<file path="src/common/fp_alu_pkg.sv">
`default_nettype none

package fp_alu_pkg;

  ////////////////////////////////////////
  // IEEE single field layout
  ////////////////////////////////////////
  localparam int EXP_W    = 8;
  localparam int MAN_W    = 23;
  localparam int WORD_W   = 32;
  localparam int EXP_BIAS = 127;

  // All-ones exponent of infinity and NaN
  localparam logic [EXP_W-1:0] EXP_MAX = 8'hFF;

  // Quiet NaN returned by add and multiply
  localparam logic [WORD_W-1:0] CANON_NAN = 32'h7FC0_0000;

  ////////////////////////////////////////
  // Opcodes
  ////////////////////////////////////////
  typedef enum logic [3:0] {
    OP_ADD   = 4'b0000,
    OP_MOV   = 4'b0001,
    OP_MUL   = 4'b0010,
    OP_CLASS = 4'b0011,
    OP_EQ    = 4'b1100,
    OP_LT    = 4'b1101,
    OP_LE    = 4'b1110,
    OP_SUB   = 4'b1111   // A minus B
  } fp_op_e;

  // Class code of operand A
  typedef enum logic [2:0] {
    CL_INF      = 3'd0,  // Either sign
    CL_NEG_NORM = 3'd1,
    CL_NEG_SUB  = 3'd2,
    CL_NEG_ZERO = 3'd3,
    CL_POS_ZERO = 3'd4,
    CL_POS_SUB  = 3'd5,
    CL_POS_NORM = 3'd6,
    CL_NAN      = 3'd7
  } fp_class_e;

endpackage

`default_nettype wire

</file>
<file path="src/arith/fp_adder.sv">
`default_nettype none
`timescale 1ns/1ns

module fp_adder import fp_alu_pkg::*; (
  input  wire  [WORD_W-1:0] a,
  input  wire  [WORD_W-1:0] b,
  input  wire               subtract,
  output logic [WORD_W-1:0] sum
);

  logic               a_s, b_s;
  logic [EXP_W-1:0]   a_e, b_e;
  logic [MAN_W-1:0]   a_m, b_m;
  logic               a_nan, b_nan;
  logic               a_inf, b_inf;
  logic               a_zero, b_zero;
  logic [MAN_W:0]     a_sig, b_sig;
  logic [WORD_W-2:0]  a_mag, b_mag;

  logic               swap;
  logic               big_s;
  logic [EXP_W-1:0]   big_e, sml_e;
  logic [MAN_W:0]     big_sig, sml_sig;
  logic [EXP_W-1:0]   exp_diff;
  logic [MAN_W:0]     sml_al;
  logic               eff_sub;
  logic [MAN_W+1:0]   raw;

  logic [4:0]         lead;
  logic [MAN_W+1:0]   norm;
  logic [MAN_W-1:0]   mant_n;
  logic signed [EXP_W+1:0] exp_n;

  ////////////////////////////////////////
  // Operand unpack
  ////////////////////////////////////////
  assign a_s = a[WORD_W-1];
  assign b_s = b[WORD_W-1] ^ subtract;  // Subtract flips B
  assign a_e = a[WORD_W-2 -: EXP_W];
  assign b_e = b[WORD_W-2 -: EXP_W];
  assign a_m = a[MAN_W-1:0];
  assign b_m = b[MAN_W-1:0];

  assign a_nan  = (a_e == EXP_MAX) && (a_m != '0);
  assign b_nan  = (b_e == EXP_MAX) && (b_m != '0);
  assign a_inf  = (a_e == EXP_MAX) && (a_m == '0);
  assign b_inf  = (b_e == EXP_MAX) && (b_m == '0);
  assign a_zero = (a_e == '0);  // Subnormals count as zero
  assign b_zero = (b_e == '0);

  // Hidden bit restored and flushed operands zeroed
  assign a_sig = a_zero ? '0 : {1'b1, a_m};
  assign b_sig = b_zero ? '0 : {1'b1, b_m};
  assign a_mag = a_zero ? '0 : a[WORD_W-2:0];
  assign b_mag = b_zero ? '0 : b[WORD_W-2:0];

  ////////////////////////////////////////
  // Align and add
  ////////////////////////////////////////
  assign swap    = (b_mag > a_mag);
  assign big_s   = swap ? b_s   : a_s;
  assign big_e   = swap ? b_e   : a_e;
  assign sml_e   = swap ? a_e   : b_e;
  assign big_sig = swap ? b_sig : a_sig;
  assign sml_sig = swap ? a_sig : b_sig;

  assign exp_diff = big_e - sml_e;
  assign sml_al   = sml_sig >> exp_diff;  // Shifted-out bits are lost
  assign eff_sub  = a_s ^ b_s;

  assign raw = eff_sub ? ({1'b0, big_sig} - {1'b0, sml_al})
                       : ({1'b0, big_sig} + {1'b0, sml_al});

  // Position of the leading one
  always_comb begin
    lead = '0;
    for (int i = 0; i <= MAN_W + 1; i++) begin
      if (raw[i]) lead = 5'(i);
    end
  end

  assign norm   = raw << (5'(MAN_W + 1) - lead);
  assign mant_n = norm[MAN_W:1];  // Truncate below 23 bits
  assign exp_n  = $signed({2'b00, big_e}) + $signed({5'b00000, lead})
                - (EXP_W+2)'(MAN_W);

  ////////////////////////////////////////
  // Special cases and packing
  ////////////////////////////////////////
  always_comb begin
    if (a_nan || b_nan || (a_inf && b_inf && (a_s != b_s))) begin
      sum = CANON_NAN;
    end else if (a_inf) begin
      sum = {a_s, EXP_MAX, {MAN_W{1'b0}}};
    end else if (b_inf) begin
      sum = {b_s, EXP_MAX, {MAN_W{1'b0}}};
    end else if (raw == '0) begin
      sum = {a_s & b_s, {(WORD_W-1){1'b0}}};  // Negative only if both are
    end else if (exp_n >= $signed({2'b00, EXP_MAX})) begin
      sum = {big_s, EXP_MAX, {MAN_W{1'b0}}};  // Overflow
    end else if (exp_n <= 0) begin
      sum = {big_s, {(WORD_W-1){1'b0}}};      // Flush to zero
    end else begin
      sum = {big_s, exp_n[EXP_W-1:0], mant_n};
    end
  end

endmodule

`default_nettype wire

</file>
<file path="src/arith/fp_arith.sv">
`default_nettype none
`timescale 1ns/1ns

module fp_arith import fp_alu_pkg::*; (
  input  wire               clk,
  input  wire               op_valid,
  input  wire fp_op_e       op,
  input  wire  [WORD_W-1:0] a,
  input  wire  [WORD_W-1:0] b,
  output logic [WORD_W-1:0] arith_res
);

  logic              subtract;
  logic [WORD_W-1:0] sum;
  logic [WORD_W-1:0] product;

  assign subtract = (op == OP_SUB);

  fp_adder i_adder (
    .a        (a),
    .b        (b),
    .subtract (subtract),
    .sum      (sum)
  );

  fp_multiplier i_mult (
    .a       (a),
    .b       (b),
    .product (product)
  );

  // Stage 1 result register
  always_ff @(posedge clk) begin
    if (op_valid) begin
      arith_res <= (op == OP_MUL) ? product : sum;  // Adder covers the rest
    end
  end

endmodule

`default_nettype wire

</file>
<file path="src/arith/fp_multiplier.sv">
`default_nettype none
`timescale 1ns/1ns

module fp_multiplier import fp_alu_pkg::*; (
  input  wire  [WORD_W-1:0] a,
  input  wire  [WORD_W-1:0] b,
  output logic [WORD_W-1:0] product
);

  logic                     a_s, b_s, p_s;
  logic [EXP_W-1:0]         a_e, b_e;
  logic [MAN_W-1:0]         a_m, b_m;
  logic                     a_nan, b_nan;
  logic                     a_inf, b_inf;
  logic                     a_zero, b_zero;
  logic [2*MAN_W+1:0]       prod;
  logic                     prod_hi;
  logic [MAN_W-1:0]         mant;
  logic signed [EXP_W+1:0]  exp_sum;

  assign a_s = a[WORD_W-1];
  assign b_s = b[WORD_W-1];
  assign p_s = a_s ^ b_s;
  assign a_e = a[WORD_W-2 -: EXP_W];
  assign b_e = b[WORD_W-2 -: EXP_W];
  assign a_m = a[MAN_W-1:0];
  assign b_m = b[MAN_W-1:0];

  assign a_nan  = (a_e == EXP_MAX) && (a_m != '0);
  assign b_nan  = (b_e == EXP_MAX) && (b_m != '0);
  assign a_inf  = (a_e == EXP_MAX) && (a_m == '0);
  assign b_inf  = (b_e == EXP_MAX) && (b_m == '0);
  assign a_zero = (a_e == '0);  // Zero or subnormal
  assign b_zero = (b_e == '0);

  ////////////////////////////////////////
  // Significand product
  ////////////////////////////////////////
  assign prod    = {1'b1, a_m} * {1'b1, b_m};
  assign prod_hi = prod[2*MAN_W+1];  // Product in [2,4)

  // One-place normalize, then truncate
  assign mant = prod_hi ? prod[2*MAN_W -: MAN_W] : prod[2*MAN_W-1 -: MAN_W];

  assign exp_sum = $signed({2'b00, a_e}) + $signed({2'b00, b_e})
                 + $signed({{(EXP_W+1){1'b0}}, prod_hi})
                 - (EXP_W+2)'(EXP_BIAS);

  always_comb begin
    if (a_nan || b_nan) begin
      product = CANON_NAN;
    end else if ((a_inf && b_zero) || (b_inf && a_zero)) begin
      product = CANON_NAN;
    end else if (a_inf || b_inf) begin
      product = {p_s, EXP_MAX, {MAN_W{1'b0}}};
    end else if (a_zero || b_zero) begin
      product = {p_s, {(WORD_W-1){1'b0}}};
    end else if (exp_sum >= $signed({2'b00, EXP_MAX})) begin
      product = {p_s, EXP_MAX, {MAN_W{1'b0}}};  // Overflow to infinity
    end else if (exp_sum <= 0) begin
      product = {p_s, {(WORD_W-1){1'b0}}};      // Underflow
    end else begin
      product = {p_s, exp_sum[EXP_W-1:0], mant};
    end
  end

endmodule

`default_nettype wire

</file>
<file path="src/hw/fp_alu.sv">
`default_nettype none
`timescale 1ns/1ns

module fp_alu import fp_alu_pkg::*; (
  input  wire               clk,
  input  wire               reset,
  input  wire               op_valid,
  input  wire fp_op_e       op,
  input  wire  [WORD_W-1:0] a,
  input  wire  [WORD_W-1:0] b,
  output logic              out_valid,
  output logic [WORD_W-1:0] out,
  output logic              alu_err
);

  // Registered results of the two parallel parts
  logic [WORD_W-1:0] arith_res;
  logic              eq_q;
  logic              lt_q;
  logic              le_q;
  fp_class_e         class_q;

  fp_arith i_arith (
    .clk       (clk),
    .op_valid  (op_valid),
    .op        (op),
    .a         (a),
    .b         (b),
    .arith_res (arith_res)
  );

  fp_compare_class i_cmp (
    .clk      (clk),
    .op_valid (op_valid),
    .a        (a),
    .b        (b),
    .eq_q     (eq_q),
    .lt_q     (lt_q),
    .le_q     (le_q),
    .class_q  (class_q)
  );

  fp_result_select i_sel (
    .clk       (clk),
    .reset     (reset),
    .op_valid  (op_valid),
    .op        (op),
    .a         (a),
    .arith_res (arith_res),
    .eq_q      (eq_q),
    .lt_q      (lt_q),
    .le_q      (le_q),
    .class_q   (class_q),
    .out_valid (out_valid),
    .out       (out),
    .alu_err   (alu_err)
  );

endmodule

`default_nettype wire

</file>
<file path="src/hw/fp_compare_class.sv">
`default_nettype none
`timescale 1ns/1ns

module fp_compare_class import fp_alu_pkg::*; (
  input  wire               clk,
  input  wire               op_valid,
  input  wire  [WORD_W-1:0] a,
  input  wire  [WORD_W-1:0] b,
  output logic              eq_q,
  output logic              lt_q,
  output logic              le_q,
  output fp_class_e         class_q
);

  fp_class_e a_cl, b_cl;
  logic      any_nan;
  logic      eq, lt;

  // Field based class of one operand
  function automatic fp_class_e classify(input logic [WORD_W-1:0] x);
    logic             s;
    logic [EXP_W-1:0] e;
    logic [MAN_W-1:0] m;
    s = x[WORD_W-1];
    e = x[WORD_W-2 -: EXP_W];
    m = x[MAN_W-1:0];
    if (e == EXP_MAX) begin
      classify = (m == '0) ? CL_INF : CL_NAN;
    end else if (e != '0) begin
      classify = s ? CL_NEG_NORM : CL_POS_NORM;
    end else if (m != '0) begin
      classify = s ? CL_NEG_SUB : CL_POS_SUB;
    end else begin
      classify = s ? CL_NEG_ZERO : CL_POS_ZERO;
    end
  endfunction

  assign a_cl    = classify(a);
  assign b_cl    = classify(b);
  assign any_nan = (a_cl == CL_NAN) || (b_cl == CL_NAN);

  ////////////////////////////////////////
  // Sign-magnitude ordering
  ////////////////////////////////////////
  assign eq = !any_nan && (a == b);

  always_comb begin
    if (any_nan) begin
      lt = 1'b0;  // Unordered
    end else if (a[WORD_W-1] != b[WORD_W-1]) begin
      lt = a[WORD_W-1];  // Negative below positive, even for zeros
    end else if (!a[WORD_W-1]) begin
      lt = (a[WORD_W-2:0] < b[WORD_W-2:0]);
    end else begin
      lt = (a[WORD_W-2:0] > b[WORD_W-2:0]);  // Larger magnitude is smaller
    end
  end

  always_ff @(posedge clk) begin
    if (op_valid) begin
      eq_q    <= eq;
      lt_q    <= lt;
      le_q    <= lt | eq;
      class_q <= a_cl;
    end
  end

endmodule

`default_nettype wire

</file>
<file path="src/hw/fp_result_select.sv">
`default_nettype none
`timescale 1ns/1ns

module fp_result_select import fp_alu_pkg::*; (
  input  wire               clk,
  input  wire               reset,
  input  wire               op_valid,
  input  wire fp_op_e       op,
  input  wire  [WORD_W-1:0] a,
  input  wire  [WORD_W-1:0] arith_res,
  input  wire               eq_q,
  input  wire               lt_q,
  input  wire               le_q,
  input  wire fp_class_e    class_q,
  output logic              out_valid,
  output logic [WORD_W-1:0] out,
  output logic              alu_err
);

  logic              valid_s1;
  fp_op_e            op_s1;
  logic [WORD_W-1:0] a_s1;
  logic [WORD_W-1:0] sel_res;
  logic              sel_undef;

  // Stage 1 control
  always_ff @(posedge clk) begin
    if (reset) begin
      valid_s1 <= 1'b0;
    end else begin
      valid_s1 <= op_valid;
    end
  end

  always_ff @(posedge clk) begin
    if (op_valid) begin
      op_s1 <= op;
      a_s1  <= a;
    end
  end

  always_comb begin
    sel_undef = 1'b0;
    case (op_s1)
      OP_ADD, OP_SUB, OP_MUL: sel_res = arith_res;
      OP_EQ:    sel_res = {{(WORD_W-1){1'b0}}, eq_q};
      OP_LT:    sel_res = {{(WORD_W-1){1'b0}}, lt_q};
      OP_LE:    sel_res = {{(WORD_W-1){1'b0}}, le_q};
      OP_CLASS: sel_res = {{(WORD_W-$bits(fp_class_e)){1'b0}}, class_q};
      OP_MOV:   sel_res = a_s1;
      default: begin
        sel_res   = a_s1;  // Undefined code passes A
        sel_undef = 1'b1;
      end
    endcase
  end

  // Stage 2 output registers
  always_ff @(posedge clk) begin
    if (reset) begin
      out_valid <= 1'b0;
      alu_err   <= 1'b0;
    end else begin
      out_valid <= valid_s1;
      alu_err   <= valid_s1 & sel_undef;
    end
  end

  always_ff @(posedge clk) begin
    if (valid_s1) begin
      out <= sel_res;  // Holds while idle
    end
  end

endmodule

`default_nettype wire

</file>
<file path="config.mk">
export PLATFORM = sky130hd
export DESIGN_NAME = fp_alu
export DESIGN_NICKNAME = d
export VERILOG_FILES = /design/src/common/fp_alu_pkg.sv /design/src/arith/fp_adder.sv /design/src/arith/fp_arith.sv /design/src/arith/fp_multiplier.sv /design/src/hw/fp_alu.sv /design/src/hw/fp_compare_class.sv /design/src/hw/fp_result_select.sv
export SDC_FILE = /design/constraint.sdc
export NUM_CORES = 2
export LEC_CHECK = 0
export BUFFER_PORTS_ARGS = -buffer_cell sky130_fd_sc_hd__buf_2
export CAP_MARGIN = 25
export CORE_MARGIN = 2
export CORE_UTILIZATION = 40
export CTS_CLUSTER_DIAMETER = 50
export DETAILED_ROUTE_END_ITERATION = 10
export PLACE_DENSITY = 0.56
export SKIP_CTS_REPAIR_TIMING = 1
export SLEW_MARGIN = 15
export SYNTH_ARGS = -nofsm -noshare
export SYNTH_HDL_FRONTEND = slang
export SYNTH_SLANG_ARGS = --single-unit
</file>
<file path="constraint.sdc">
create_clock -name clk -period 15.8 [get_ports clk]
set_input_delay 3.95 -clock clk [delete_from_list [all_inputs] [get_ports clk]]
set_output_delay 3.95 -clock clk [all_outputs]
set_load 0.02 [all_outputs]
</file>
# Yosys cells after proc, flatten, opt, wreduce, memory -nomap -nowiden
# Cells that the tools add are included.
# totals
ff_bits,109
output_inout_bits,34
elab_cells,147
# classes
addsub,9
mul,1
order_cmp,7
eq_ne,16
shift,2
muxes,67
bitwise,6
n_reduce_logical,28
# ops
op,n
$mux W31,8
$mux W32,7
$pmux W32 S5,1
$mux W5,23
$mux W24,4
$gt A31 B31 Y1,2
$mul A24 B24 Y48,1
$logic_not A23 Y1,2
$reduce_bool A23 Y1,2
$mux W3,14
$eq A32 B32 Y1,1
$lt A31 B31 Y1,1
$add A24 B24 Y25,1
$logic_not A25 Y1,1
$mux W25,1
$shl A25 B5 Y24,1
$sub A24 B24 Y25,1
$shr A24 B8 Y24,1
$mux W23,1
$eq A4 B4 Y1 const B,5
$ge A10 B9 Y1 const B,2
$le A10 B1 Y1 const B,2
$eq A8 B8 Y1 const B,2
$logic_not A8 Y1,2
other kinds (23),50

# Longest topological paths before layout
# depth
depth_word,42
depth_mapped,71
depth_no_buf,62

# Cells and area by module
# A second synthesis with hierarchy kept.
# hier_totals
hier_cells,3956
area_unflattened_um2,33644.8
# by_module_without_submodules
mod,instances,cells_each,area_each_um2
fp_multiplier,1,2257,19342.3
fp_adder,1,1337,9004.9
fp_result_select,1,130,2577.5
fp_arith,1,69,1387.6
fp_compare_class,1,163,1332.5

# Least setup slack after synthesis
# OpenSTA, ideal clock, no wires.
# synth_path
path_kind,input -> register
startpoint,in b[26]
endpoint,"reg i_arith.arith_res[12], data pin"
setup_time_ns,0.261
arrival_ns,15.832
t_required_ns,15.539
path_slack_ns,-0.293
cell_stages,63
path_buffers,10
path_cell_list,clkbuf_1 nor4_1 and2_1 clkbuf_1 clkbuf_1 nor2_1 ha_1 nand2_1 nor4_4 nand2_1 a211o_1 buf_6 a21oi_1 nor2_1 ha_1 clkbuf_1 clkbuf_1 clkbuf_1 (+27 left out) inv_1 ha_1 ha_1 fa_1 a21oi_1 nor2_1 nor2_1 o21bai_1 a21oi_1 nor2_1 nor2_1 a41oi_1 a21oi_1 nor2_1 nand2_1 nor3_2 buf_2 a221o_1
# synth_via
elab_chain_cells,42
elab_cells_between_ends,74
# synth_lines
item,line,source
"start, declared",fp_alu.sv:10,"input wire [WORD_W-1:0] b,"
$logic_not A8 Y1,"fp_adder.sv:49, fp_multiplier.sv:34",
$mux W31,fp_adder.sv:55,assign b_mag = b_zero ? '0 : b[WORD_W-2:0];
$gt A31 B31 Y1,fp_adder.sv:60,assign swap = (b_mag > a_mag);
$mux W8 (on tied branches),"fp_adder.sv:62, fp_adder.sv:63",
$sub A8 B8 Y8,fp_adder.sv:67,assign exp_diff = big_e - sml_e;
$shr A24 B8 Y24,fp_adder.sv:68,assign sml_al = sml_sig >> exp_diff;
$add A24 B24 Y25 / $sub A24 B24 Y25 (equally long branches),"fp_adder.sv:72, fp_adder.sv:71",
$mux W25,fp_adder.sv:71,"assign raw = eff_sub ? ({1'b0, big_sig} - {1'b0, sml_al})"
(+26 left out),n/a,
$le A10 B1 Y1,fp_adder.sv:101,end else if (exp_n <= 0) begin
$mux W31,fp_adder.sv:101,
$mux W31,fp_adder.sv:99,"end else if (exp_n >= $signed({2'b00, EXP_MAX})) begin"
$mux W32,fp_adder.sv:97,end else if (raw == '0) begin
$mux W32,fp_adder.sv:95,end else if (b_inf) begin
$mux W32,fp_adder.sv:93,end else if (a_inf) begin
$mux W32,fp_adder.sv:91,if (a_nan || b_nan || (a_inf && b_inf && (a_s != b_s))) begin
$mux W32 *,fp_arith.sv:35,arith_res <= (op == OP_MUL) ? product : sum;
"end signal, assigned",fp_arith.sv:35,
"end, declared",fp_arith.sv:10,output logic [WORD_W-1:0] arith_res
# Every way passes the cells marked *; elsewhere a longest branch is shown, timed or not.
# A chain may end at the register's enable or synchronous reset.

# Worst setup path after layout
# layout_path
startpoint,in a[14]
endpoint,"reg i_arith.arith_res[21], data pin"
# layout_via
elab_chain_cells,41
elab_cells_between_ends,73
# layout_lines
item,line,source
"start, declared",fp_alu.sv:9,"input wire [WORD_W-1:0] a,"
$mux W31,fp_adder.sv:54,assign a_mag = a_zero ? '0 : a[WORD_W-2:0];
$gt A31 B31 Y1,fp_adder.sv:60,
$mux W8 (on tied branches),"fp_adder.sv:62, fp_adder.sv:63",
$sub A8 B8 Y8,fp_adder.sv:67,
$shr A24 B8 Y24,fp_adder.sv:68,
$add A24 B24 Y25 / $sub A24 B24 Y25 (equally long branches),"fp_adder.sv:72, fp_adder.sv:71",
$mux W25,fp_adder.sv:71,
$mux W1,fp_adder.sv:78,if (raw[i]) lead = 5'(i);
(+25 left out),n/a,
$le A10 B1 Y1,fp_adder.sv:101,
$mux W31,fp_adder.sv:101,
$mux W31,fp_adder.sv:99,
$mux W32,fp_adder.sv:97,
$mux W32,fp_adder.sv:95,
$mux W32,fp_adder.sv:93,
$mux W32,fp_adder.sv:91,
$mux W32 *,fp_arith.sv:35,
# Marks and branches as above.

==> summary.md <==
| Metric | Value |
|---|---|
| Num CTS Buffers | 9 |
| Fin area | 0.0367 sq mm |
| Crit-path most repeated cell | fa_1 |
| Antenna Nets Post-Route | 0 |
| N_diodes | 0 |
| Final hold vios | 0 |
| Worst slew margin | 31.4% |
| Port Buf Inserts | 104 |
| Delay of the slowest cell on the worst path | 560 ps |
| Worst Setup End Kind | flip-flop |
| Chip width | 287 um |
| TritonCTS clock tree | yes |
| Vias in the first global route | 28500 |
| Final net count | 4897 |
| Simple-gate share of the synthesized area | 17.9% |
| Fin. max-slew vios | 0 |
| Top_reg_cell synth | edfxtp_1 |
| Final setup vio count | 0 |
| Startpoint Class | input port |
| Post-Syn Nets | 4604 |
| DR iter-0 viols | 2502 |
| Slew @ Worst Pin | 1020 ps |
| Count leader, synth | inv_1 |
| Sequential share of the synthesized area | 10.1% |
| Area of the die | 0.0826 sq mm |
| CTS clk-pin slew, worst paths | 90 ps |
| Crit Path Class | input port to flip-flop |
| Share of layout cells above drive strength 1 | 15.6% |
| Total Wirelength | 113000 um |
| Cell Rows | 103 |
| Fraction of registers with async set/reset | 0% |
| Maxcap violations | 0 |
| Drt pass-1 iters | 6 |
| Final period util | 95.9% |
| Die height | 287 um |
| Met2 GRT Util | 43.3% |
| Post-synthesis adder-cell area fraction | 42.3% |
| Fraction of the mapped netlist area in compound gates | 12.6% |
| Final clock skew | 17.2 ps |
| Tightest Hold Check Type | flip-flop to flip-flop |
| Post-Syn Instances | 3738 |
| FF+latch count, synth | 109 |
| I/O pin cnt | 105 |
| First-pass GRT wire length | 175000 um |
| Placement-stage cell area | 0.0360 sq mm |
| Most used routing layer | met2 |
| Number of flops mapped to enable cells by yosys | 106 |
| Mapped Area | 0.0321 sq mm |
| Status | finished, final reports clean |
| Largest net degree at the start of global routing | 76 |
| H-tree Lvls | 3 |
| Synth top area cells | fa_1, ha_1, edfxtp_1 |
| Final min period | 15150 ps |
| Largest family of logic cells by synthesized area | adder cells |
| # DRC | 0 |
| Fmax | 66.0 MHz |
| All-Layer GR Usage | 27.9% |
| Via Count | 28200 |
| Gr ovfl total | 0 |
| Xor and xnor area share after synthesis | 2.13% |
| Wirelength per Cell | 22.3 um |
| # clock sinks | 109 |
| Max FO, Critical Path | 12 |
| Met1 Use GR | 39.9% |
| CP max stage cell | fa_1 |
| Post-synth top cells | inv_1, fa_1, nand2_1 |
| Post-DP HPWL | 94400 um |
| Distinct cells, synth | 105 |
| Core Area | 0.0793 sq mm |
| Synth warn | 0 |
| Met3 Use GR | 4.29% |
| Post-synth top area share | 30.2% |
| Initial core utilization | 40.5% |
| Syn avg cell area | 8.60 sq um |
| Post-synthesis mux area share | 4.67% |
| Vias per cell | 5.55 |
| Root buf cell | clkbuf_16 |
| Critical path arrival | 15380 ps |
| Final GP Congestion | 0.980 |
| Initial antenna violation count | 6 |
| Syn-to-layout area delta | 14.1% |
| Worst-Skew Late Latency | 410 ps |
| CP Data Required Time | 16030 ps |
| Max clock buf depth | 2 |
| Yosys top cell by area | fa_1 |
## cell families (layout without fill, tap and decap cells)
| group | after synthesis | in the layout |
|---|---|---|
| simple gates | 1190 | 1190 |
| buf+inv | 854 | 1152 |
| fa+ha+maj | 795 | 795 |
| compound gates | 591 | 591 |
| mux | 121 | 121 |
| flops | 109 | 109 |
| xor+xnor | 78 | 78 |
## layout make-up
| cell class | instances | area (sq um) |
|---|---|---|
| repair buffers | 479 | 3470 |
| clock inverters | 7 | 72.6 |
| multi-input cells | 2775 | 25900 |
| well taps | 1050 | 1310 |
| inverters | 657 | 2470 |
| clock buffers | 9 | 225 |
| flip-flops and latches | 109 | 3240 |
| fillers | 7863 | 42600 |
## per-layer routing
layer | part of all wire [%] | wire length, um | vias to the layer above
met3 | 7.3 | 8280 | 171
met2 | 44 | 50100 | 1032
met5 | 0.041 | 47 | -
met1 | 45 | 51100 | 14200
li1 | - | - | 12800
met4 | 3.4 | 3830 | 8
## through the flow
step / utilization, % / hold slack, ps / setup WS (ps) / cells / setup TNS, ps
finish: 46.3 / 544 / 645 / 5086 / 0
global route: 46.3 / 572 / -68.2 / 5086 / -214
CTS: 45.8 / 546 / 41.4 / 5076 / 0
detailed placement: 45.4 / 527 / -317 / 5060 / -4950
global placement: 45.4 / 516 / -166 / 5058 / -1850
floorplan: - / 505 / 34.4 / 3738 / 0
## state kept, by name, summed over array words and instances (netlist names)
| signal | count |
|---|---|
| i_arith.arith_res | 32 |
| i_cmp.class_q | 3 |
| i_cmp.eq_q | 1 |
| i_cmp.le_q | 1 |
| i_cmp.lt_q | 1 |
| i_sel.a_s1 | 32 |
| i_sel.alu_err | 1 |
| i_sel.op_s1 | 4 |
| i_sel.out | 32 |
| i_sel.out_valid | 1 |
| i_sel.valid_s1 | 1 |
## cell usage in the layout, fill, tap and decap left out, types with 102 or more instances in the layout
| cell | synthesis | routed |
|---|---|---|
| fa_1 | 484 | 484 |
| a21oi_1 | 140 | 133 |
| buf_4 | 2 | 364 |
| o21ai_0 | 115 | 109 |
| nor2_1 | 203 | 199 |
| buf_2 | 16 | 102 |
| and2_1 | 201 | 201 |
| nand2_1 | 478 | 476 |
| ha_1 | 311 | 310 |
| inv_1 | 651 | 651 |
| edfxtp_1 | 106 | 106 |
## worst max-delay path, delay by kind of cell
| kind | cells | cell delay, ps |
|---|---|---|
| simple gates | 9 | 1760 |
| compound gates | 19 | 3550 |
| fa+ha+maj | 11 | 4680 |
| xor+xnor | 2 | 330 |
| buf+inv | 9 | 1040 |
## worst paths after layout
kind,start,end,slack [ps],cells after the start
max,a[14],i_arith.arith_res[21],650,50
min,i_cmp.class_q[2],i_sel.out[2],540,2
max reg2reg,i_sel.op_s1[2],i_sel.out[1],13920,6
min reg2reg,i_cmp.class_q[2],i_sel.out[2],540,2
Power is not shown: default switching activity piles up to over one toggle a cycle in this logic, so the estimate is an artifact.
